<file path="config.mk">
export PLATFORM = sky130hd
export DESIGN_NAME = line_3_buffer
export DESIGN_NICKNAME = d
export VERILOG_FILES = /design/src/hdl/cnn_shape_pkg.sv /design/src/hdl/line_3_buffer.sv
export SDC_FILE = /design/constraint.sdc
export NUM_CORES = 1
export LEC_CHECK = 0
export ABC_AREA = 1
export BUFFER_PORTS_ARGS = -buffer_cell sky130_fd_sc_hd__buf_2
export CAP_MARGIN = 25
export CORE_MARGIN = 5
export CORE_UTILIZATION = 45
export CTS_BUF_LIST = sky130_fd_sc_hd__clkbuf_8
export DETAILED_ROUTE_END_ITERATION = 7
export PLACE_DENSITY_LB_ADDON = 0.3
export SLEW_MARGIN = 0
export SYNTH_ARGS = -nofsm -noshare
export SYNTH_HDL_FRONTEND = slang
export SYNTH_SLANG_ARGS = --single-unit
</file>
<file path="constraint.sdc">
create_clock -name clk -period 5.28 [get_ports clk]
set_input_delay 0.792 -clock clk [delete_from_list [all_inputs] [get_ports clk]]
set_output_delay 0.792 -clock clk [all_outputs]
set_load 0.01 [all_outputs]
</file>
<file path="src/hdl/cnn_shape_pkg.sv">
package cnn_shape_pkg;

	// image and feature dimensions
	localparam int IMG_H = 8;
	localparam int IMG_W = 8;
	localparam int CONV_CH = 2;
	localparam int POOL_W = 4;
	localparam int POOL_ROWS = 4;
	localparam int NUM_CLASSES = 3;
	localparam int KSIZE = 3;

	localparam int PIXEL_W = 8;
	localparam int SCORE_W = 20;
	localparam int FEATURE_MAX = 255;

	// features per pooled row and dense inputs over the whole image
	localparam int FEAT_PER_ROW = POOL_W * CONV_CH;
	localparam int DENSE_IN = POOL_ROWS * FEAT_PER_ROW;

	typedef logic [PIXEL_W-1:0] pixel_t;
	// column c sits at bits [c*8 +: 8]
	typedef logic [IMG_W*PIXEL_W-1:0] pixel_row_t;
	// index 0 and IMG_W+1 are the zero pad pixels
	typedef logic [(IMG_W+2)*PIXEL_W-1:0] padded_row_t;

	typedef struct packed {
		padded_row_t top;
		padded_row_t mid;
		padded_row_t bot;
	} window_t;

	typedef logic [PIXEL_W-1:0] feature_t;
	// feature of column c, channel k at [(c*CONV_CH + k)*8 +: 8]
	typedef logic [IMG_W*CONV_CH*PIXEL_W-1:0] conv_row_t;
	// same layout with POOL_W columns
	typedef logic [POOL_W*CONV_CH*PIXEL_W-1:0] pool_row_t;

	// 3x3 sum plus bias with room for 17 x 255 and a 16-bit bias
	typedef logic signed [17:0] conv_sum_t;

	typedef logic signed [SCORE_W-1:0] score_t;
	typedef logic [1:0] class_t;
	// class j at [j*SCORE_W +: SCORE_W]
	typedef logic [NUM_CLASSES*SCORE_W-1:0] scores_t;

	typedef struct packed {
		class_t class_idx;
		scores_t scores;
	} cnn_result_t;

	typedef logic [$clog2(IMG_H)-1:0] row_idx_t;
	typedef logic [$clog2(POOL_ROWS)-1:0] pool_idx_t;

	typedef enum logic [1:0] {
		IDLE,
		ACCUM,
		DECIDE
	} dense_state_t;

endpackage

</file>
<file path="src/hdl/line_3_buffer.sv">
module line_3_buffer (
	input  logic                      clk,
	input  logic                      resetn,
	input  cnn_shape_pkg::pixel_row_t row_i,
	input  logic                      row_valid_i,
	output cnn_shape_pkg::window_t    window_o,
	output logic                      window_valid_o
);

	// last two rows taken, prev1_q is the newest
	cnn_shape_pkg::pixel_row_t prev1_q;
	cnn_shape_pkg::pixel_row_t prev2_q;
	cnn_shape_pkg::row_idx_t row_cnt;
	// set after the last row, emits the bottom-padded window
	logic tail_pending;

	function automatic cnn_shape_pkg::padded_row_t pad_row(input cnn_shape_pkg::pixel_row_t r);
		return {cnn_shape_pkg::pixel_t'(0), r, cnn_shape_pkg::pixel_t'(0)};
	endfunction

	always_ff @(posedge clk) begin
		if (!resetn) begin
			row_cnt <= '0;
			tail_pending <= 1'b0;
			window_valid_o <= 1'b0;
		end else begin
			window_valid_o <= 1'b0;
			tail_pending <= 1'b0;
			if (tail_pending) begin
				window_valid_o <= 1'b1;
			end
			if (row_valid_i) begin
				// row 0 only fills the buffer
				if (row_cnt != '0) begin
					window_valid_o <= 1'b1;
				end
				if (row_cnt == cnn_shape_pkg::row_idx_t'(cnn_shape_pkg::IMG_H - 1)) begin
					row_cnt <= '0;
					tail_pending <= 1'b1;
				end else begin
					row_cnt <= row_cnt + 1'b1;
				end
			end
		end
	end

	// window payload and row history
	always_ff @(posedge clk) begin
		if (tail_pending) begin
			window_o.top <= pad_row(prev2_q);
			window_o.mid <= pad_row(prev1_q);
			window_o.bot <= '0;
		end else if (row_valid_i) begin
			// window centered on row 0 gets the zero top row
			if (row_cnt == cnn_shape_pkg::row_idx_t'(1)) begin
				window_o.top <= '0;
			end else begin
				window_o.top <= pad_row(prev2_q);
			end
			window_o.mid <= pad_row(prev1_q);
			window_o.bot <= pad_row(row_i);
		end
		if (row_valid_i) begin
			prev2_q <= prev1_q;
			prev1_q <= row_i;
		end
	end

endmodule

</file>
Yosys cells after proc, flatten, opt, wreduce, memory -nomap -nowiden
Cells that the tools add are included.

Reductions and logical operators: 3. Muxes and demuxes: 8. Div/mod/pow operators: 0. Equal/unequal tests: 2. Magnitude comparators: 0. Multipliers: 0. Shifts and indexed selects: 0. Bitwise gates (word level): 0. Add/subtract/negate cells: 1.

Operator list (count): 2-to-1 mux 232 bit (2); 2-to-1 mux 72 bit (1); 2-to-1 mux 1 bit (4); adder 3 x 1 -> 3 bit, second input constant (1); equality test 3 x 1 -> 1 bit, second input constant (1); equality test 3 bit, second input constant (1); 2-to-1 mux 3 bit (1); nonzero test 3 bit (1); AND reduction 2 bit (1); nonzero test 2 bit (1).

Memory bits (read-only): 0. Output and inout port bits: 241. Bits in latches: 0. Register bits: 333. RAM bits: 0. Logic and storage cells: 23. Memories kept: 0.

Logic depth before layout (Yosys ltp)
Depth after elaboration: 4. Mapped depth: 6. Mapped depth without buffers: 5.

Least setup slack after synthesis
Ideal clock, no wire load.

Kind: input port to flip-flop. Start point: input row_valid_i. End point: register window_o[168] in the netlist's numbering (data pin). Stages on the path: 5. Library setup time: 138 ps. Path buffers: 1. Setup slack: 1203 ps. Arrival: 3939 ps. Cell sequence: nor2_1 -> inv_1 -> nand2_4 -> buf_4 -> nor2_1.

RTL lines: start: declaration (line line_3_buffer.sv:5) `input logic row_valid_i,`; end: declaration (line line_3_buffer.sv:6) `output cnn_shape_pkg::window_t window_o,`.

Final worst setup path
Start point: input row_valid_i. End point: register window_o[109] in the netlist's numbering, enable pin.

Word-level cells in the longest chain between the ends: 1.

RTL lines: nonzero test 2 bit (no line).

Every way passes these cells. A chain may end at the register's enable or synchronous reset.

==> qor.yml <==
status: "complete, no violations"
dp_hpwl_mm: 15.0
die_h_um: 170
grt.total_usage_pct: 15.5
tightestPinTransition_ns: 0.993
drc: 0
cts-root-buf: "clkbuf_8"
cts_buffers: 51
critPathMaxStageDelay_ns: 0.62
vias: 6781
power_frac_seq_pct: 56.9
slew_violations: 0
place_ws_ns: 2.39
synthDistinctLibCells: 18
worstPathMaxFanout: 85
worst_slew_margin_rel_pct: 33.8
synth_top_family_by_area: "buffers and inverters"
leakagePower_uw: 0.00631
port_buffers: 259
dp_cells: 1444
setup_viol: 0
p_int_uw: 4100
synthMuxAreaShare_pct: 0
switching_power_uw: 1260
syn_inst: 884
drive_gt1_share_pct: 27.5
reg2reg_from: "tail_pending"
fmax_mhz: 441
antennaDiodeCount: 0
gr-usage-met3_pct: 3.90
synthAdderAreaFrac_pct: 0.433
clock_sinks: 325
finClkSkew_ns: 0.0182
grt_pass1_vias: 6609
synth-seq-cells: 325
min_from: "row_i[37]"
fin_crit_sh_pct: 43.0
path_cells: "buf_6 -> nor2_4 -> inv_6 -> buf_4"
vias_per_cell: 4.41
power_density_mw_per_mm2: 386
coreArea_mm2: 0.0253
antenna_found_initial: 0
synth_top_area_share_pct: 66.6
synth_compound_gate_area_share_pct: 2.90
layoutNonFillerInstCount: 1539
cts_hold_buf: 0
syn_area_per_cell_um2: 13.1
post_cts_buffers: 0
worstSetupStartpointType: "input port"
clkPwrFrac_pct: 35.2
ant_nets: 0
netlist_top_cells_area: "edfxtp_1, dfxtp_1, nor2_1"
total_power_uw: 5360
critical_path_required_ns: 5.46
fin_crit_ns: 2.27
critical-path-top-delay-family: "buffers and inverters"
rows: 58
end_kind: "flop"
synth-xor-area-share_pct: 0
htree_num_levels: 2
clk_pin_slew_ns: 0.06
drt_iter0_markers: 345
criticalPathCategory: "input port to flop"
dr.pass1.iters: 6
design.die.area_mm2: 0.0290
p_sw_share_pct: 23.6
p_comb_share_pct: 7.8
rsz0062_at_grt: "no"
synth-simple-area-share_pct: 8.92
grtUsageMet2_pct: 26.5
setup_ws_ns: 3.01
synth_area_mm2: 0.0115
synth-edff-count: 256
worstSetupStartpoint: "row_valid_i"
wl_per_cell_um: 15.2
cp.arrival_ns: 2.45
initial_core_util_pct: 45.7
cts_max_path_buffers: 3
syn_to_final_growth_pct: 20.1
grt_pass1_wl_mm: 35.5
hp-class: "input port to flop"
synthTopCellsByCount: "nor2_1, edfxtp_1, inv_1"
yosysTopAreaCell: "edfxtp_1"
insertion_delay_ns: 0.55
top_usage_layer: "met2"
synth-warning-count: 0
synthFlopType: "edfxtp_1"
cp.buffers_inverters: 3
ys_seq_area_share_pct: 78.5
max_cap_violations: 0
cts_tree: "built"
use_met1_pct: 19.1
pin_count: 308
grt-ovfl-total: 0
post_cts_resize_count: 0
grt_max_degree: 88
critPathSlowestCell: "buf_4"
synth.most_common_cell: "nor2_1"
synth-async-reset-ratio_pct: 0
hold_violations: 0
routed_wl_mm: 23.4
layout.nets: 1238
peakVddDrop_mv: 0.191
die-width_um: 170
routabilityCongestion: 0.773
fin_setup_tns_ns: 0
[power by group through the flow]
stage          Clock (uW)  Sequential, uW  Combinational, uW
3_5_place_dp            0            3100                428
4_1_cts              1950            3050                430
3_3_place_gp            0            3100                420
6_report             1890            3050                421
5_1_grt              2090            3070                469
2_1_floorplan           0            3150                183
[stage by stage]
stage / hold slack [ns] / utilization, % / cell area, um^2
floorplan: 0.426 / - / 11700
global placement: 0.428 / 51.2 / 12900
detailed placement: 0.434 / 51.2 / 12900
CTS: 0.388 / 54.9 / 13900
global route: 0.386 / 54.9 / 13900
finish: 0.428 / 54.9 / 13900
[cell families after synthesis]
family / count (synthesis)
AND/OR/NAND/NOR: 271
buffers and inverters: 216
AO/OA/AOI/OAI: 67
adder cells (fa/ha/maj): 4
other: 1
flip-flops: 325
[path summary, 6_finish.rpt]
| check | cells after the start | slack, ns | to |
|---|---|---|---|
| worst max-delay path | 4 | 3.01 | window_o[109] |
| worst max register to register | 3 | 3.15 | window_o[109] |
| worst min register to register | 0 | 0.45 | prev2_q[9] |
| worst min-delay path | 1 | 0.43 | prev1_q[37] |
[worst reg2reg max path: stages, from the launching register on]
cell and delay, ns:
dfxtp_1 0.42, nor2_4 0.07, inv_6 0.58, buf_4 0.69
[state kept, by name (all words and copies together) (netlist names)]
name,flops
row_cnt,3
prev2_q,64
prev1_q,64
tail_pending,1
window_valid_o,1
window_o,192
[layer usage]
layer  wire length (um)  part of all wire, %
met1               9380                   40
met4                680                  2.9
met2              11600                   50
met5                  0                    0
met3               1730                  7.4
[area by class of cell]
cell class	instances	area [um^2]
Tap cell	330	413
Sequential cell	325	9070
Inverter	135	512
Fill cell	2163	11400
Multi-Input combinational cell	390	1600
Clock buffer	56	771
Clock inverter	39	163
Timing Repair Buffer	264	1340
[cell usage in the layout (no fill, tap or decap), types with 2 or more instances in the layout]
cell | netlist | final
a21oi_1 | 3 | 3
buf_2 | 10 | 258
buf_4 | 55 | 5
clkbuf_8 | 0 | 56
clkinv_1 | 0 | 7
clkinv_2 | 0 | 4
clkinvlp_4 | 0 | 3
conb_1 | 1 | 48
dfxtp_1 | 69 | 69
edfxtp_1 | 256 | 256
ha_1 | 4 | 4
inv_1 | 134 | 157
inv_2 | 1 | 2
nand2_1 | 8 | 8
nor2_1 | 259 | 258
o21ai_0 | 64 | 64
Note: power is estimated with default switching activity, not from simulation.
