`src/hdl/cnn_shape_pkg.sv`:
```
package cnn_shape_pkg;

	// image and feature dimensions
	localparam int IMG_H = 8;
	localparam int IMG_W = 8;
	localparam int CONV_CH = 2;
	localparam int POOL_W = 4;
	localparam int POOL_ROWS = 4;
	localparam int NUM_CLASSES = 3;
	localparam int KSIZE = 3;

	localparam int PIXEL_W = 8;
	localparam int SCORE_W = 20;
	localparam int FEATURE_MAX = 255;

	// features per pooled row and dense inputs over the whole image
	localparam int FEAT_PER_ROW = POOL_W * CONV_CH;
	localparam int DENSE_IN = POOL_ROWS * FEAT_PER_ROW;

	typedef logic [PIXEL_W-1:0] pixel_t;
	// column c sits at bits [c*8 +: 8]
	typedef logic [IMG_W*PIXEL_W-1:0] pixel_row_t;
	// index 0 and IMG_W+1 are the zero pad pixels
	typedef logic [(IMG_W+2)*PIXEL_W-1:0] padded_row_t;

	typedef struct packed {
		padded_row_t top;
		padded_row_t mid;
		padded_row_t bot;
	} window_t;

	typedef logic [PIXEL_W-1:0] feature_t;
	// feature of column c, channel k at [(c*CONV_CH + k)*8 +: 8]
	typedef logic [IMG_W*CONV_CH*PIXEL_W-1:0] conv_row_t;
	// same layout with POOL_W columns
	typedef logic [POOL_W*CONV_CH*PIXEL_W-1:0] pool_row_t;

	// 3x3 sum plus bias with room for 17 x 255 and a 16-bit bias
	typedef logic signed [17:0] conv_sum_t;

	typedef logic signed [SCORE_W-1:0] score_t;
	typedef logic [1:0] class_t;
	// class j at [j*SCORE_W +: SCORE_W]
	typedef logic [NUM_CLASSES*SCORE_W-1:0] scores_t;

	typedef struct packed {
		class_t class_idx;
		scores_t scores;
	} cnn_result_t;

	typedef logic [$clog2(IMG_H)-1:0] row_idx_t;
	typedef logic [$clog2(POOL_ROWS)-1:0] pool_idx_t;

	typedef enum logic [1:0] {
		IDLE,
		ACCUM,
		DECIDE
	} dense_state_t;

endpackage

```
`src/hdl/cnn_weight_pkg.sv`:
```
package cnn_weight_pkg;

	typedef logic signed [7:0] weight_t;
	typedef logic signed [15:0] conv_bias_t;

	// kernel[channel][row][col]
	// channel 0 is a Laplacian and channel 1 a blur whose taps sum to 17
	localparam weight_t CONV_KERNEL [cnn_shape_pkg::CONV_CH][cnn_shape_pkg::KSIZE]
		[cnn_shape_pkg::KSIZE] = '{
		'{'{-8'sd1, -8'sd1, -8'sd1}, '{-8'sd1, 8'sd8, -8'sd1}, '{-8'sd1, -8'sd1, -8'sd1}},
		'{'{8'sd1, 8'sd2, 8'sd1}, '{8'sd2, 8'sd5, 8'sd2}, '{8'sd1, 8'sd2, 8'sd1}}
	};

	localparam conv_bias_t CONV_BIAS [cnn_shape_pkg::CONV_CH] = '{16'sd24, -16'sd40};

	// requantization before the 0..255 clamp
	localparam int CONV_SHIFT = 4;

	// weight[class][pooled_row*8 + col*2 + channel]
	// classes 0 and 1 share their channel 0 weights
	localparam weight_t DENSE_WEIGHT [cnn_shape_pkg::NUM_CLASSES][cnn_shape_pkg::DENSE_IN] = '{
		'{8'sd2, 8'sd1, -8'sd1, 8'sd3, 8'sd1, -8'sd2, 8'sd2, 8'sd1,
		  -8'sd1, 8'sd2, 8'sd3, -8'sd1, 8'sd2, 8'sd1, -8'sd2, 8'sd2,
		  8'sd1, -8'sd3, 8'sd2, 8'sd2, -8'sd1, 8'sd1, 8'sd3, -8'sd1,
		  8'sd2, 8'sd1, 8'sd1, -8'sd2, 8'sd3, 8'sd2, -8'sd1, 8'sd1},
		'{8'sd2, -8'sd1, -8'sd1, 8'sd2, 8'sd1, 8'sd3, 8'sd2, -8'sd2,
		  -8'sd1, 8'sd1, 8'sd3, 8'sd2, 8'sd2, -8'sd2, -8'sd2, 8'sd1,
		  8'sd1, 8'sd2, 8'sd2, -8'sd1, -8'sd1, 8'sd3, 8'sd3, 8'sd2,
		  8'sd2, -8'sd2, 8'sd1, 8'sd1, 8'sd3, -8'sd1, -8'sd1, 8'sd2},
		'{-8'sd2, 8'sd2, 8'sd1, 8'sd1, -8'sd1, 8'sd2, 8'sd1, 8'sd3,
		  8'sd1, -8'sd1, 8'sd2, 8'sd3, -8'sd2, 8'sd2, 8'sd1, -8'sd1,
		  8'sd3, 8'sd1, -8'sd1, 8'sd2, 8'sd2, -8'sd2, 8'sd1, 8'sd1,
		  -8'sd1, 8'sd3, 8'sd2, -8'sd1, 8'sd1, 8'sd2, 8'sd2, -8'sd2}
	};

	localparam cnn_shape_pkg::score_t DENSE_BIAS [cnn_shape_pkg::NUM_CLASSES] = '{
		20'sd100, 20'sd100, 20'sd60
	};

endpackage

```
`src/hdl/dense_classifier.sv`:
```
module dense_classifier (
	input  logic                        clk,
	input  logic                        resetn,
	input  cnn_shape_pkg::pool_row_t    row_i,
	input  logic                        row_valid_i,
	output cnn_shape_pkg::cnn_result_t  result_o,
	output logic                        result_valid_o
);

	cnn_shape_pkg::dense_state_t state;
	// index of the next pooled row, selects its weight slice
	cnn_shape_pkg::pool_idx_t row_cnt;
	cnn_shape_pkg::score_t acc [cnn_shape_pkg::NUM_CLASSES];
	cnn_shape_pkg::score_t next_acc [cnn_shape_pkg::NUM_CLASSES];
	cnn_shape_pkg::scores_t scores_d;
	cnn_shape_pkg::class_t best_idx;

	// first row starts from the biases
	always_comb begin
		cnn_shape_pkg::score_t feat;
		cnn_shape_pkg::score_t wgt;
		for (int j = 0; j < cnn_shape_pkg::NUM_CLASSES; j++) begin
			if (state == cnn_shape_pkg::IDLE) begin
				next_acc[j] = cnn_weight_pkg::DENSE_BIAS[j];
			end else begin
				next_acc[j] = acc[j];
			end
			for (int f = 0; f < cnn_shape_pkg::FEAT_PER_ROW; f++) begin
				feat = cnn_shape_pkg::score_t'(
					row_i[f*cnn_shape_pkg::PIXEL_W +: cnn_shape_pkg::PIXEL_W]);
				wgt = cnn_shape_pkg::score_t'(
					cnn_weight_pkg::DENSE_WEIGHT[j][int'(row_cnt)*cnn_shape_pkg::FEAT_PER_ROW + f]);
				next_acc[j] = next_acc[j] + feat * wgt;
			end
		end
	end

	// strict compare, so a tie keeps the lower class index
	always_comb begin
		cnn_shape_pkg::score_t best;
		best = acc[0];
		best_idx = '0;
		for (int j = 1; j < cnn_shape_pkg::NUM_CLASSES; j++) begin
			if (acc[j] > best) begin
				best = acc[j];
				best_idx = cnn_shape_pkg::class_t'(j);
			end
		end
		for (int j = 0; j < cnn_shape_pkg::NUM_CLASSES; j++) begin
			scores_d[j*cnn_shape_pkg::SCORE_W +: cnn_shape_pkg::SCORE_W] = acc[j];
		end
	end

	always_ff @(posedge clk) begin
		if (!resetn) begin
			state <= cnn_shape_pkg::IDLE;
			row_cnt <= '0;
			result_o <= '0;
			result_valid_o <= 1'b0;
		end else begin
			result_valid_o <= 1'b0;
			case (state)
				cnn_shape_pkg::IDLE: begin
					if (row_valid_i) begin
						state <= cnn_shape_pkg::ACCUM;
						row_cnt <= row_cnt + 1'b1;
					end
				end
				cnn_shape_pkg::ACCUM: begin
					if (row_valid_i) begin
						if (row_cnt == cnn_shape_pkg::pool_idx_t'(cnn_shape_pkg::POOL_ROWS - 1)) begin
							state <= cnn_shape_pkg::DECIDE;
							row_cnt <= '0;
						end else begin
							row_cnt <= row_cnt + 1'b1;
						end
					end
				end
				cnn_shape_pkg::DECIDE: begin
					result_o.class_idx <= best_idx;
					result_o.scores <= scores_d;
					result_valid_o <= 1'b1;
					state <= cnn_shape_pkg::IDLE;
				end
				default: begin
					state <= cnn_shape_pkg::IDLE;
				end
			endcase
		end
	end

	always_ff @(posedge clk) begin
		if (row_valid_i && state != cnn_shape_pkg::DECIDE) begin
			acc <= next_acc;
		end
	end

endmodule

```
`config.mk`:
```
export PLATFORM = sky130hd
export DESIGN_NAME = dense_classifier
export DESIGN_NICKNAME = d
export VERILOG_FILES = /design/src/hdl/cnn_shape_pkg.sv /design/src/hdl/cnn_weight_pkg.sv /design/src/hdl/dense_classifier.sv
export SDC_FILE = /design/constraint.sdc
export NUM_CORES = 2
export LEC_CHECK = 0
export BUFFER_PORTS_ARGS = -buffer_cell sky130_fd_sc_hd__buf_2
export CAP_MARGIN = 20
export CORE_MARGIN = 1
export CORE_UTILIZATION = 67
export DETAILED_ROUTE_END_ITERATION = 12
export PLACE_DENSITY_LB_ADDON = 0.3
export REMOVE_ABC_BUFFERS = 1
export SLEW_MARGIN = 20
export SYNTH_ARGS = -nofsm -noshare
export SYNTH_HDL_FRONTEND = slang
export SYNTH_SLANG_ARGS = --single-unit
```
`constraint.sdc`:
```
create_clock -name clk -period 12.65 [get_ports clk]
set_input_delay 3.1625 -clock clk [delete_from_list [all_inputs] [get_ports clk]]
set_output_delay 3.1625 -clock clk [all_outputs]
set_load 0.01 [all_outputs]
```
# ---- After elaboration in Yosys (flattened, before gate mapping)
# Memory sizes are Yosys's and may differ from the RTL's.
# Index checks and enable logic that the tools add are counted.
dict set report word_totals {
  reg_bits 127
  romBits 6144
  out_inout_bits 63
  word_cells 181
  n_memories 24
}
dict set report op_classes {
  add_sub_neg 32
  multipliers 24
  order_cmp 10
  n_eq_ne 7
  muxes 63
  bitwise_logic 8
  reduce_logical 5
}
# name depth width read_ports rd_ports_with_merged_regs write_ports line_no
set mem_list {}
lappend mem_list {{(no name shown)} 32 8 1 0 0 dense_classifier.sv:32} ;# cnn_weight_pkg::DENSE_WEIGHT[j][int'(row_cnt)*cnn_shape_pkg::FEAT_PER_ROW + f]);
lappend mem_list {{(no name shown)} 32 8 1 0 0 dense_classifier.sv:32}
lappend mem_list {{(no name shown)} 32 8 1 0 0 dense_classifier.sv:32}
lappend mem_list {{(no name shown)} 32 8 1 0 0 dense_classifier.sv:32}
lappend mem_list {{(no name shown)} 32 8 1 0 0 dense_classifier.sv:32}
lappend mem_list {{(no name shown)} 32 8 1 0 0 dense_classifier.sv:32}
lappend mem_list {{18 more memories} n/a n/a n/a n/a n/a n/a}
# operator n
set op_table {}
lappend op_table {{20-bit by 17-bit adder with 20-bit output} 24}
lappend op_table {{9-bit by 8-bit multiplier with 17-bit output} 24}
lappend op_table {{8-bit two-way mux} 48}
lappend op_table {{32-bit by 6-bit greater-or-equal comparator with 1-bit output, second input constant} 8}
lappend op_table {{6-bit NOT with 32-bit output} 7}
lappend op_table {{20-bit two-way mux} 4}
lappend op_table {{20-bit greater-than comparator} 2}
lappend op_table {{5-bit NOT with 32-bit output} 1}
lappend op_table {{5-bit by 3-bit adder with 6-bit output, second input constant} 4}
lappend op_table {{2-bit two-way mux} 7}
lappend op_table {{5-bit by 2-bit adder with 6-bit output, second input constant} 2}
lappend op_table {{2-bit inequality test, second input constant} 4}
lappend op_table {{2-bit one-hot mux with 2 select lines} 2}
lappend op_table {{5-bit by 1-bit adder with 6-bit output, second input constant} 1}
lappend op_table {{3-bit AND reduction} 2}
lappend op_table {{2-bit == test, second input constant} 2}
lappend op_table {{2-bit by 1-bit adder with 2-bit output, second input constant} 1}
lappend op_table {{2-bit by 1-bit == test with 1-bit output, second input constant} 1}
lappend op_table {{2-bit zero test} 1}
lappend op_table {{1-bit two-way mux} 2}
lappend op_table {{2-bit nonzero test} 1}
lappend op_table {{1-bit logical AND} 1}

# ---- Longest topological paths before layout
dict set report depth {
  ltp_word 13
  ltp_mapped 34
}

# ---- Worst setup path before layout
# No wires, ideal clock.
dict set report synth_timing {
  path_kind {input port to flip-flop}
  startpoint {in row_i[26]}
  endpoint {reg acc[57] (netlist name), data pin}
  arrival_time_ns 10.236
  required_ns 12.392
  path_slack_ns 2.156
  stages 26
  cell_sequence {clkbuf_1 -> clkbuf_1 -> nand2_1 -> inv_1 -> fa_1 -> fa_1 -> fa_1 -> inv_1 -> fa_1 -> inv_1 -> fa_1 -> fa_1 -> fa_1 -> fa_1 -> fa_1 -> inv_1 -> fa_1 -> inv_1 -> ha_1 -> or2_1 -> a21o_1 -> nand4_1 -> nand3_1 -> a31o_2 -> a21oi_1 -> xnor2_1}
}
# element line_no
set synth_lines {}
lappend synth_lines {{from (decl)} dense_classifier.sv:4} ;# input cnn_shape_pkg::pool_row_t row_i,
lappend synth_lines {{to (signal assigned)} dense_classifier.sv:94} ;# acc <= next_acc;
lappend synth_lines {{to (decl)} dense_classifier.sv:13} ;# cnn_shape_pkg::score_t acc [cnn_shape_pkg::NUM_CLASSES];

==> impl_metrics.env <==
export IMPL_fin_worst_skew_ns=0.00997
export IMPL_post_route_period_util_pct=87.8
export IMPL_drt_iter0_drc=3096
export IMPL_synth_area_sq_mm=0.0550
export IMPL_synth_warnings=0
export IMPL_drt_first_pass_iters=9
export IMPL_cts_sinks=127
export IMPL_cts_hold_buffers=0
export IMPL_layout_drive_gt1_share_pct=4.05
export IMPL_r2r_worst_path_cells=30
export IMPL_r2r_start="row_cnt[0]"
export IMPL_die_w_microns=288
export IMPL_grt_pass1_vias=41400
export IMPL_ys_seq_elements=127
export IMPL_antenna_left=0
export IMPL_min_from="result_o[7]"
export IMPL_cp_data_required_time_ns=12.83
export IMPL_cts_setup_buffers=0
export IMPL_violations="DRC"
export IMPL_end_kind="flop"
export IMPL_start_kind="input pin"
export IMPL_yosys_top_cells_area="fa_1 49%, ha_1 18%, inv_1 12%, edfxtp_1 3.3%, dfxtp_1 2.4%"
export IMPL_worstMarginPinSlew_ns=0.993
export IMPL_grt_ovfl_total=0
export IMPL_avgSynthCellArea_sq_um=9.88
export IMPL_clockBufferDepth=2
export IMPL_grt_pass1_wl_microns=237000
export IMPL_io_buffers=129
export IMPL_rsz0062_at_grt="false"
export IMPL_routedWlPerCell_microns=23.0
export IMPL_nets=7827
export IMPL_hold_viol_final=0
export IMPL_htreeDepth=4
export IMPL_clock_latency_ns=0.44
export IMPL_tritoncts="built"
export IMPL_floorplan_initialDensity_pct=68.1
export IMPL_cts_buffers=17
export IMPL_critPathLaunch="row_i[27]"
export IMPL_hold_path_depth=2
export IMPL_antenna_found_initial=8
export IMPL_viasPerCell=5.54
export IMPL_vias=37000
export IMPL_gp_congestion=1.01
export IMPL_track_usage_pct=39.5
export IMPL_syn_instance_count=5564
export IMPL_die_area_sq_mm=0.0832
export IMPL_dpl_hpwl_microns=135000
export IMPL_crit_type="in2reg"
export IMPL_cts_root_buf="clkbuf_16"
export IMPL_synth_main_ff_cell="dfxtp_1"
export IMPL_timing_fmax_ghz=0.0900
export IMPL_finalSetupViolCount=0
export IMPL_hp_class="reg2reg"
export IMPL_min_period_ns=11.11
export IMPL_yosys_area_top_type="fa_1"
export IMPL_ys_seq_area_share_pct=5.72
export IMPL_fin_setup_tns_ns=0
export IMPL_max_cap_violations=0
export IMPL_synth_edf_count=60
export IMPL_die_h_microns=288
export IMPL_drt_wl_total_microns=154000
export IMPL_relSlewSlack_pct=33.4
export IMPL_area_growth_synth_to_final_pct=4.19
export IMPL_coreArea_sq_mm=0.0808
export IMPL_rows=104
export IMPL_cp_arrival_ns=11.28
export IMPL_outcome="finished with violations"
export IMPL_synthArstFlopShare_pct=0
export IMPL_ys_types=60
export IMPL_drc=12
export IMPL_grt_max_degree=67
export IMPL_postCtsResizedCells=0
export IMPL_drv_slew=0
export IMPL_synth_top_area_share_pct=49.1
export IMPL_critPathMaxFanout=15
export IMPL_pin_count=130
export IMPL_clk_pin_slew_worst_paths_ns=0.07
[critical path: stages]
cell	delay [ns]
buf_2	0.37
nand2_1	0.31
inv_1	0.21
fa_1	0.44
fa_1	0.47
fa_1	0.50
inv_1	0.05
fa_1	0.49
fa_1	0.52
inv_1	0.06
fa_1	0.54
fa_1	0.54
inv_1	0.06
fa_1	0.49
inv_1	0.06
fa_1	0.60
fa_1	0.48
ha_1	0.37
a211oi_1	0.36
o21ai_0	0.24
nand4_1	0.20
nand3_1	0.18
a31o_2	0.27
a21oi_1	0.18
xnor2_1	0.10
[final cells by class]
type	instances	area (sq um)
Inverter	1820	6830
Fill cell	6178	23500
Tap cell	1060	1330
Timing Repair Buffer	161	886
Antenna cell	6	15.0
Sequential cell	127	3150
Clock inverter	15	139
Clock buffer	17	425
Multi-Input combinational cell	3483	44500
[layer usage]
metal | up-vias | wire [microns] | track usage, %
met5 | - | 40 | 0
li1 | 16200 | - | -
met2 | 1648 | 74000 | 64.1
met4 | 2 | 9340 | 19.6
met3 | 407 | 15000 | 9.99
met1 | 18800 | 55500 | 49.5
[placed cells by master (no fill, tap or decap), types with 50 or more instances in the layout]
cell type	n
a21boi_0	63
a21oi_1	51
and2_1	128
buf_2	129
dfxtp_1	65
edfxtp_1	60
fa_1	1349
ha_1	796
inv_1	1815
nand2_1	306
nand2b_1	50
nor2_1	219
nor2b_1	173
xnor2_1	67
[worst paths after layout]
check | end | slack (ns)
max | acc[57] | 1.54
min | result_o[7] | 0.46
max reg2reg | acc[36] | 2.38
min reg2reg | result_o[7] | 0.46
[synth_stat cells (15+ instances only)]
cell	number
nor2b_1	174
ha_1	801
fa_1	1349
o21ai_0	25
inv_1	1816
clkbuf_1	121
or2_2	16
a21o_1	42
a21boi_0	63
nor2_1	219
nand2_1	306
a21oi_1	51
xor2_1	29
and2_1	129
dfxtp_1	67
a31oi_1	15
nor3_1	20
edfxtp_1	60
nand2b_1	51
xnor2_1	67
mux2i_1	20
[flip-flops by register name, summed over array words and instances (netlist names)]
register / count
acc: 60
result_o: 62
row_cnt: 2
state: 2
result_valid_o: 1
[kinds of logic after synthesis]
kind of cell | after synthesis | share of synthesized area (%)
AOI/OAI and AO/OA | 242 | 2.98
xor gates and xnor gates | 97 | 1.56
adders and majority gates | 2151 | 67.4
buffers and inverters | 1954 | 13.4
DFF | 127 | 5.72
muxes | 21 | 0.385
and+or+nand+nor | 972 | 8.62
[stage by stage]
stage | setup WS, ns | instances | hold WS (ns) | utilization, % | cell area (sq um)
finish | 1.54 | 6689 | 0.463 | 70.9 | 57300
global placement | 1.42 | 6651 | 0.451 | 70.2 | 56700
CTS | 1.67 | 6683 | 0.467 | 70.9 | 57300
global route | 1.33 | 6686 | 0.490 | 70.9 | 57300
detailed placement | 1.28 | 6651 | 0.456 | 70.2 | 56700
floorplan | 0.271 | 5430 | 0.488 | - | 54500
Power is left out: the tool's default activity adds up to more than one toggle a clock period on the data nets, which glitch-free logic cannot reach.
