<file path="config.mk">
export PLATFORM = sky130hd
export DESIGN_NAME = max_pool_row
export DESIGN_NICKNAME = d
export VERILOG_FILES = /design/src/hdl/cnn_shape_pkg.sv /design/src/hdl/max_pool_row.sv
export SDC_FILE = /design/constraint.sdc
export NUM_CORES = 1
export LEC_CHECK = 0
export BUFFER_PORTS_ARGS = -buffer_cell sky130_fd_sc_hd__buf_2
export CORE_MARGIN = 3
export CORE_UTILIZATION = 42
export DETAILED_ROUTE_END_ITERATION = 8
export PLACE_DENSITY = 0.65
export SYNTH_ARGS = -nofsm -noshare
export SYNTH_HDL_FRONTEND = slang
export SYNTH_SLANG_ARGS = --single-unit
</file>
<file path="constraint.sdc">
create_clock -name clk -period 11.3 [get_ports clk]
set_input_delay 2.26 -clock clk [delete_from_list [all_inputs] [get_ports clk]]
set_output_delay 2.26 -clock clk [all_outputs]
set_load 0.1 [all_outputs]
</file>
<file path="src/hdl/cnn_shape_pkg.sv">
package cnn_shape_pkg;

	// image and feature dimensions
	localparam int IMG_H = 8;
	localparam int IMG_W = 8;
	localparam int CONV_CH = 2;
	localparam int POOL_W = 4;
	localparam int POOL_ROWS = 4;
	localparam int NUM_CLASSES = 3;
	localparam int KSIZE = 3;

	localparam int PIXEL_W = 8;
	localparam int SCORE_W = 20;
	localparam int FEATURE_MAX = 255;

	// features per pooled row and dense inputs over the whole image
	localparam int FEAT_PER_ROW = POOL_W * CONV_CH;
	localparam int DENSE_IN = POOL_ROWS * FEAT_PER_ROW;

	typedef logic [PIXEL_W-1:0] pixel_t;
	// column c sits at bits [c*8 +: 8]
	typedef logic [IMG_W*PIXEL_W-1:0] pixel_row_t;
	// index 0 and IMG_W+1 are the zero pad pixels
	typedef logic [(IMG_W+2)*PIXEL_W-1:0] padded_row_t;

	typedef struct packed {
		padded_row_t top;
		padded_row_t mid;
		padded_row_t bot;
	} window_t;

	typedef logic [PIXEL_W-1:0] feature_t;
	// feature of column c, channel k at [(c*CONV_CH + k)*8 +: 8]
	typedef logic [IMG_W*CONV_CH*PIXEL_W-1:0] conv_row_t;
	// same layout with POOL_W columns
	typedef logic [POOL_W*CONV_CH*PIXEL_W-1:0] pool_row_t;

	// 3x3 sum plus bias with room for 17 x 255 and a 16-bit bias
	typedef logic signed [17:0] conv_sum_t;

	typedef logic signed [SCORE_W-1:0] score_t;
	typedef logic [1:0] class_t;
	// class j at [j*SCORE_W +: SCORE_W]
	typedef logic [NUM_CLASSES*SCORE_W-1:0] scores_t;

	typedef struct packed {
		class_t class_idx;
		scores_t scores;
	} cnn_result_t;

	typedef logic [$clog2(IMG_H)-1:0] row_idx_t;
	typedef logic [$clog2(POOL_ROWS)-1:0] pool_idx_t;

	typedef enum logic [1:0] {
		IDLE,
		ACCUM,
		DECIDE
	} dense_state_t;

endpackage

</file>
<file path="src/hdl/max_pool_row.sv">
module max_pool_row (
	input  logic                      clk,
	input  logic                      resetn,
	input  cnn_shape_pkg::conv_row_t  row_i,
	input  logic                      row_valid_i,
	output cnn_shape_pkg::pool_row_t  row_o,
	output logic                      row_valid_o
);

	// low while waiting for an even row
	logic odd_row;
	cnn_shape_pkg::conv_row_t even_q;
	cnn_shape_pkg::pool_row_t pool_d;

	function automatic cnn_shape_pkg::feature_t max2(
		input cnn_shape_pkg::feature_t a,
		input cnn_shape_pkg::feature_t b
	);
		return (a > b) ? a : b;
	endfunction

	// 2x2 block is columns 2p and 2p+1 of the held and current rows
	always_comb begin
		int lo;
		int hi;
		pool_d = '0;
		for (int p = 0; p < cnn_shape_pkg::POOL_W; p++) begin
			for (int k = 0; k < cnn_shape_pkg::CONV_CH; k++) begin
				lo = ((2*p)*cnn_shape_pkg::CONV_CH + k)*cnn_shape_pkg::PIXEL_W;
				hi = ((2*p + 1)*cnn_shape_pkg::CONV_CH + k)*cnn_shape_pkg::PIXEL_W;
				pool_d[(p*cnn_shape_pkg::CONV_CH + k)*cnn_shape_pkg::PIXEL_W +: cnn_shape_pkg::PIXEL_W] =
					max2(max2(even_q[lo +: cnn_shape_pkg::PIXEL_W], even_q[hi +: cnn_shape_pkg::PIXEL_W]),
						max2(row_i[lo +: cnn_shape_pkg::PIXEL_W], row_i[hi +: cnn_shape_pkg::PIXEL_W]));
			end
		end
	end

	always_ff @(posedge clk) begin
		if (!resetn) begin
			odd_row <= 1'b0;
			row_valid_o <= 1'b0;
		end else begin
			row_valid_o <= row_valid_i && odd_row;
			if (row_valid_i) begin
				odd_row <= !odd_row;
			end
		end
	end

	always_ff @(posedge clk) begin
		if (row_valid_i && !odd_row) begin
			even_q <= row_i;
		end
		if (row_valid_i && odd_row) begin
			row_o <= pool_d;
		end
	end

endmodule

</file>
## After elaboration in Yosys (flattened, before gate mapping)

Index checks and enable logic that the tools add are counted.

| storage, ports and cells | value |
|---|---|
| bits in registers | 194 |
| output and inout bits | 65 |

| operators by class | value |
|---|---|
| $lt $le $gt $ge | 24 |
| reduce and logical (&&, ||, !) cells | 3 |
| muxes and demuxes | 24 |

Operators with widths:

| cell | count |
|---|---|
| 8-bit greater-than comparator | 24 |
| 8-bit two-way mux | 24 |
| 1-bit logical AND | 2 |
| 1-bit zero test | 1 |

## Logic depth before layout (Yosys ltp)

Gate-level depths: netlist (run 1).

| logic depth | value |
|---|---|
| depth after elaboration | 4 |
| mapped depth | 15 |
| gate-level depth less buffers | 15 |

## Worst setup path before layout (run 1)

No wires, ideal clock.

| path | value |
|---|---|
| path kind | input to register |
| start | in row_valid_i |
| end | reg even_q[0] (enable) |
| arrival time | 7839 ps |
| library setup time | 633 ps |
| stages | 1 |
| slack | 2828 ps |
| path through | nor2b_1 |

| on the way | value |
|---|---|
| longest elaborated chain between the ends | 1 |

RTL lines:

| element | RTL line | RTL |
|---|---|---|
| from (decl) | max_pool_row.sv:5 | `input logic row_valid_i,` |
| 1-bit logical AND | max_pool_row.sv:51 | `if (row_valid_i && !odd_row) begin` |
| to (signal assigned) | max_pool_row.sv:52 | `even_q <= row_i;` |
| to (decl) | max_pool_row.sv:12 | `cnn_shape_pkg::conv_row_t even_q;` |

Every way passes these cells.
A chain may end at the register's enable or synchronous reset.

## Final worst setup path (run 1)

| path | value |
|---|---|
| start | in row_i[89] |
| end | reg row_o[46], data pin |

| on the way | value |
|---|---|
| longest elaborated chain between the ends | 4 |

RTL lines:

| element | RTL line | RTL |
|---|---|---|
| from (decl) | max_pool_row.sv:4 | `input cnn_shape_pkg::conv_row_t row_i,` |
| 8-bit greater-than comparator | max_pool_row.sv:19 | `return (a > b) ? a : b;` |
| 8-bit two-way mux * | max_pool_row.sv:19 |  |
| 8-bit greater-than comparator | max_pool_row.sv:19 |  |
| 8-bit two-way mux * | max_pool_row.sv:19 |  |
| named net pool_d[46] | max_pool_row.sv:13 | `cnn_shape_pkg::pool_row_t pool_d;` |
| to (signal assigned) | max_pool_row.sv:55 | `row_o <= pool_d;` |
| to (decl) | max_pool_row.sv:6 | `output cnn_shape_pkg::pool_row_t row_o,` |

Mark *: on every way through the listed nets, which the timed path passes. The rest lies on a longest branch.

==> metrics.md, run 1 <==
| Metric | Value |
|---|---|
| Critical Path AT | 5190 ps |
| Hold buffers post-CTS | 0 |
| CTS Buffer Depth | 2 |
| Min Tclk post-route | 5030 ps |
| Hold path depth | 1 |
| CP peak stage delay | 500 ps |
| Final setup violation count | 0 |
| CTS root buf | clkbuf_16 |
| Critical Path RT | 11,450 ps |
| Number of buffers created by CTS | 17 |
| Post-route setup slack | 6270 ps |
| RSZ-0062 raised after global routing | no |
| Initial antenna violation count | 5 |
| Sw Ratio | 0.324 |
| Slew headroom | 0.340 |
| RR Startpoint | even_q[101] |
| Min-Delay Endpoint | row_valid_o |
| CTS tree | built |
| Register area share after synthesis | 0.453 |
| Core Rows | 63 |
| Avg Inst Size Synth | 12.2 um^2 |
| Worst-case reg-to-reg path depth | 12 |
| Largest net degree at the start of global routing | 65 |
| First DRT Iteration DRCs | 346 |
| Remaining antenna violation count after routing | 0 |
| Global-route wire length before repair | 42,600 um |
| Commonest non-fill, non-tap cells in the layout | inv_1, mux2i_1, buf_2, ha_1, edfxtp_1 |
| Cell-internal power | 1.40 mW |
| Switching power | 0.672 mW |
| Placeable Area | 0.0299 mm^2 |
| Pins Over Slew Limit | 0 |
| Residual DRC | 0 |
| Pre-CTS WS | 5820 ps |
| Cells after synthesis | 1,047 |
| Crit path kind | input port to register |
| Final Cell Area | 0.0148 mm^2 |
| Worst path cell trace | buf_2 -> inv_1 -> ha_1 -> nor2b_4 -> o211ai_2 -> a21oi_2 -> o31ai_4 -> mux2i_1 -> ha_1 -> a21oi_1 -> o22ai_1 -> nor2_1 -> nor2_1 -> o21ai_2 -> mux2i_1 |
| Ratio of cells with drive above 1 in the final layout | 0.224 |
| Final HPWL from detailed placement | 21,400 um |
| Initial Util | 0.429 |
| Area after DPL | 0.0143 mm^2 |
| Overall die height | 181 um |
| Fmax | 199 MHz |
| Vias/cell | 5.12 |
| Setup TNS Final | 0 ps |
| Yosys reg bits | 194 |
| Final wirelength | 26,300 um |
| Number of max-cap violations | 0 |
| Final GP Congestion | 0.868 |
| Final worst path period share | 0.445 |
| Hold Crit Start | odd_row |
| Critical-path top delay cell | o31ai_4 |
| Leakage | 7.14 nW |
| Reg2Reg Setup Slack | 7600 ps |
| Hold Vio Cnt, Final | 0 |
| Clk Latency, worst-skew pair | 430 ps |
| Total iterations of the first detailed-routing run | 6 |
| Setup bufs post-CTS | 0 |
| CP endpoint kind | register |
| Seq pwr share | 0.424 |
| Number of global-route vias before repair | 8,724 |
| Synth Warn # | 0 |
| Grt ovf | 0 |
| Distinct cells, synth | 30 |
| FF-to-FF End | row_o[49] |
| # resized after CTS | 0 |
| Status | finished, final reports clean |
| Clock Sinks | 194 |
| Drt wl/cell | 15.8 um |
| Worst-Margin Slew | 988 ps |
| Port bufs | 195 |
| Critical-path maximum fanout | 8 |
| PD cells | 140 mW/mm^2 |
| Final net count | 1,586 |
| Hold WC Path Type | register to register |
| H-tree depth | 4 |
| Peak supply drop | 0.0940 mV |
| Comb pwr share | 0.302 |
| Worst Clk Skew | 9.05 ps |
| Part of the power in the clock network | 0.274 |
| Mapped cell area | 0.0128 mm^2 |
| DR vias | 8,544 |
| Clock transition at path regs | 70 ps |
| Total GRT Usage | 0.161 |
| Die span in x | 181 um |
| # IOs | 196 |
| Area grow syn2layout | 15.9% |
| DIE AREA | 0.0326 mm^2 |
| Syn Nets | 1,370 |
| Worst setup SP type | input port |
## cells by family (layout without fill, tap and decap cells)
logic type	Yosys count	count (layout)	synth area share
DFF	194	194	0.453
AOI/OAI and AO/OA	149	149	0.0938
adders and majority gates	192	192	0.188
muxes	196	196	0.153
other	0	2	0
and+or+nand+nor	120	120	0.0549
buffers and inverters	196	425	0.0574
## how the worst max path moves through the flow
| stage | startpoint | endpoint | slack, ps | cells after the start |
|---|---|---|---|---|
| after floorplan | row_valid_i | even_q[0] | 2830 | 1 |
| after global placement | row_i[53] | row_o[20] | 5810 | 14 |
| after detailed placement | row_i[49] | row_o[18] | 5820 | 15 |
| after CTS | row_i[49] | row_o[20] | 6280 | 15 |
| after global routing | row_i[49] | row_o[21] | 5990 | 15 |
| final | row_i[89] | row_o[46] | 6270 | 15 |
## state kept, by name, indices dropped and copies added (netlist names)
signal       cells
odd_row          1
row_o           64
row_valid_o      1
even_q         128
## final cells by class
cell class	instances	area [um^2]
Fill cell	2718	15000
Multi-Input combinational cell	657	6280
Sequential cell	194	5810
Timing Repair Buffer	197	991
Inverter	196	736
Tap cell	390	488
Clock buffer	19	433
Clock inverter	13	113
Antenna cell	2	5.00
## per-layer routing
layer,share of wire,track usage
met1,0.43,0.192
met2,0.52,0.295
met3,0.034,0.0331
met4,0.012,0.0414
met5,0.0016,0
## cells in the mapped netlist
| library cell | n | area [um^2] |
|---|---|---|
| o22ai_4 | 3 | 60.1 |
| dfxtp_1 | 2 | 40.0 |
| a211oi_1 | 12 | 90.1 |
| a21oi_1 | 44 | 220 |
| mux2i_1 | 196 | 1960 |
| a211oi_2 | 8 | 100 |
| o31ai_4 | 8 | 170 |
| o22ai_2 | 5 | 62.6 |
| nor2_1 | 20 | 75.1 |
| nand4_1 | 44 | 275 |
| o21ai_2 | 4 | 35.0 |
| nor2_2 | 4 | 25.0 |
| and3_1 | 1 | 6.26 |
| o211ai_2 | 8 | 100 |
| edfxtp_1 | 192 | 5770 |
| nor2b_1 | 17 | 106 |
| nand2_1 | 12 | 45.0 |
| o21ai_0 | 28 | 140 |
| and2_1 | 1 | 6.26 |
| inv_1 | 196 | 736 |
| o22ai_1 | 4 | 25.0 |
| a21oi_2 | 8 | 70.1 |
| o21bai_1 | 8 | 60.1 |
| ha_1 | 192 | 2400 |
| nand3_1 | 4 | 20.0 |
| or2_2 | 8 | 50.1 |
| o21a_1 | 1 | 7.51 |
| o211ai_1 | 8 | 60.1 |
| nor2b_4 | 5 | 68.8 |
| nand2b_1 | 4 | 25.0 |
## worst max-delay path, delay by kind of cell
| kind | cells | cell delay [ps] |
|---|---|---|
| adders and majority gates | 2 | 590 |
| muxes | 2 | 530 |
| buffers and inverters | 2 | 140 |
| and+or+nand+nor | 3 | 280 |
| AOI/OAI and AO/OA | 6 | 1370 |
## metrics by stage
stage | hold WS (ps) | util | power [mW] | cells
floorplan | 479 | - | 1.38 | 1047
global placement | 527 | 0.479 | 1.52 | 1634
detailed placement | 532 | 0.479 | 1.53 | 1634
CTS | 541 | 0.497 | 2.11 | 1666
global route | 568 | 0.497 | 2.20 | 1668
finish | 539 | 0.497 | 2.07 | 1668
## power by group through the flow
stage	Sequential (mW)	Clock (mW)	Combinational [mW]
after detailed placement	0.896	0	0.632
after floorplan	0.995	0	0.388
after CTS	0.880	0.592	0.635
final	0.879	0.567	0.626
after global placement	0.895	0	0.620
after global routing	0.884	0.616	0.700
Note: power is estimated with default switching activity, not from simulation.
==> run 2: changes to the inputs <==
--- a/config.mk
+++ b/config.mk
@@ -9,7 +9,7 @@
 export CORE_MARGIN = 3
 export CORE_UTILIZATION = 42
 export DETAILED_ROUTE_END_ITERATION = 8
-export PLACE_DENSITY = 0.65
+export PLACE_DENSITY = 0.67
 export SYNTH_ARGS = -nofsm -noshare
 export SYNTH_HDL_FRONTEND = slang
 export SYNTH_SLANG_ARGS = --single-unit
==> constraint.sdc (replaced) <==
create_clock -name clk -period 4.6 [get_ports clk]
set_input_delay 0.92 -clock clk [delete_from_list [all_inputs] [get_ports clk]]
set_output_delay 0.92 -clock clk [all_outputs]
set_load 0.1 [all_outputs]
==> metrics.md, run 2 (synthesis results as in run 1) <==
| Metric | Value |
|---|---|
| Pins Over Slew Limit | 0 |
| Port bufs | 195 |
| Area grow syn2layout | 16.2% |
| Grt ovf | 0 |
| Multi-input logic area | 0.00628 mm^2 |
| Largest regs | even_q (128), row_o (64) |
| Seq pwr share | 0.420 |
| Area after DPL | 0.0143 mm^2 |
| Placeable Area | 0.0299 mm^2 |
| Residual DRC | 0 |
| Critical-path maximum fanout | 8 |
| Number of buffers created by CTS | 17 |
| Ratio of cells with drive above 1 in the final layout | 0.228 |
| Hold WC Path Type | register to register |
| # fillers | 2,679 |
| Remaining antenna violation count after routing | 0 |
| Status | finished, final reports clean |
| Min Tclk post-route | 3750 ps |
| Setup TNS Final | 0 ps |
| Commonest non-fill, non-tap cells in the layout | inv_1, mux2i_1, buf_2, ha_1, edfxtp_1 |
| Vias/cell | 5.14 |
| Worst-Margin Slew | 966 ps |
| CTS Buffer Depth | 2 |
| Hold Vio Cnt, Final | 0 |
| Critical Path AT | 3900 ps |
| Sequential cell area | 0.00581 mm^2 |
| Total GRT Usage | 0.165 |
| Initial Util | 0.429 |
| DR vias | 8,589 |
| Reg2Reg Setup Slack | 930 ps |
| CP endpoint kind | register |
| CTS root buf | clkbuf_16 |
| Crit path kind | input port to register |
| CTS tree | built |
| Worst Clk Skew | 11.1 ps |
| Final worst path period share | 0.815 |
| Fmax | 267 MHz |
| Final wirelength | 26,900 um |
| DIE AREA | 0.0326 mm^2 |
| Setup bufs post-CTS | 0 |
| Largest net degree at the start of global routing | 74 |
| Final setup violation count | 0 |
| First DRT Iteration DRCs | 280 |
| Overall die height | 181 um |
| Slew headroom | 0.356 |
| Peak supply drop | 0.221 mV |
| Largest Register | even_q |
| Final HPWL from detailed placement | 21,300 um |
| Clk Latency, worst-skew pair | 430 ps |
| Total iterations of the first detailed-routing run | 4 |
| Drt wl/cell | 16.1 um |
| Leakage | 7.16 nW |
| Clock transition at path regs | 70 ps |
| # IOs | 196 |
| Clock Sinks | 194 |
| Final Cell Area | 0.0149 mm^2 |
| Number of max-cap violations | 0 |
| Final Core Density | 0.498 |
| H-tree depth | 4 |
| Placed cell count | 1,635 |
| Number of global-route vias before repair | 8,848 |
| Cell-internal power | 3.45 mW |
| Final GP Congestion | 0.840 |
| Part of the power in the clock network | 0.280 |
| # resized after CTS | 0 |
| Global-route wire length before repair | 43,900 um |
| Hold buffers post-CTS | 0 |
| Sw Ratio | 0.330 |
| Comb pwr share | 0.300 |
| Switching power | 1.70 mW |
| PD cells | 346 mW/mm^2 |
| RSZ-0062 raised after global routing | no |
| Worst setup SP type | input port |
| Die span in x | 181 um |
| Hold Worst Slack | 551 ps |
| Layout Cells excl Fill | 1,671 |
| Initial antenna violation count | 5 |
| Final net count | 1,587 |
| Core Rows | 63 |
| Critical Path RT | 4750 ps |
| Largest register FFs | 128 |
==> run 2: cell count changes in the layout (fill, tap and decap cells not counted), sizes merged <==
cell / change
clkinv: -3
clkbuf: -2
clkinvlp: -1
inv: +5
diode: +3
buf: +1
==> run 2: final timing paths <==
kind                                 start          end  cells past startpoint
worst max register to register  even_q[97]    row_o[51]                     13
worst min-delay path               odd_row  row_valid_o                      1
worst min register to register     odd_row  row_valid_o                      1
worst max-delay path             row_i[53]    row_o[17]                     14
==> run 2: power by group through the flow <==
stage	logic [mW]	registers (mW)	clock network [mW]
6_report	1.55	2.16	1.44
5_1_grt	1.72	2.17	1.57
4_1_cts	1.57	2.16	1.50
3_5_place_dp	1.56	2.20	0
3_3_place_gp	1.53	2.20	0
2_1_floorplan	0.954	2.43	0
==> run 2: stage by stage <==
stage	setup WS, ps	power (mW)
final	849	5.15
after global routing	627	5.46
after CTS	862	5.23
after detailed placement	384	3.76
after global placement	454	3.73
after floorplan	1000	3.39
==> run 2: metal layers <==
layer | part of all wire | track usage | up-vias
li1 | - | - | 4307
met1 | 0.44 | 0.204 | 4078
met2 | 0.51 | 0.292 | 177
met3 | 0.034 | 0.0275 | 27
met4 | 0.019 | 0.0547 | 0
met5 | 0 | 0 | -
==> run 2: area by class of cell <==
cell class                      count  area share
Sequential cell                   194       0.390
Tap cell                          390      0.0328
Timing Repair Buffer              198      0.0679
Antenna cell                        5    0.000841
Inverter                          196      0.0494
Multi-Input combinational cell    657       0.422
Clock buffer                       17      0.0286
Clock inverter                     14     0.00849
==> run 2: critical path, stage by stage <==
cell and delay [ps]:
buf_2 100, inv_1 40, ha_1 290, a211oi_2 210, nor2_1 90, o31ai_4 520
mux2i_1 360, ha_1 310, a21oi_1 140, o22ai_1 90, nor2_1 100, nor2_1 60
o21ai_2 460, mux2i_1 180
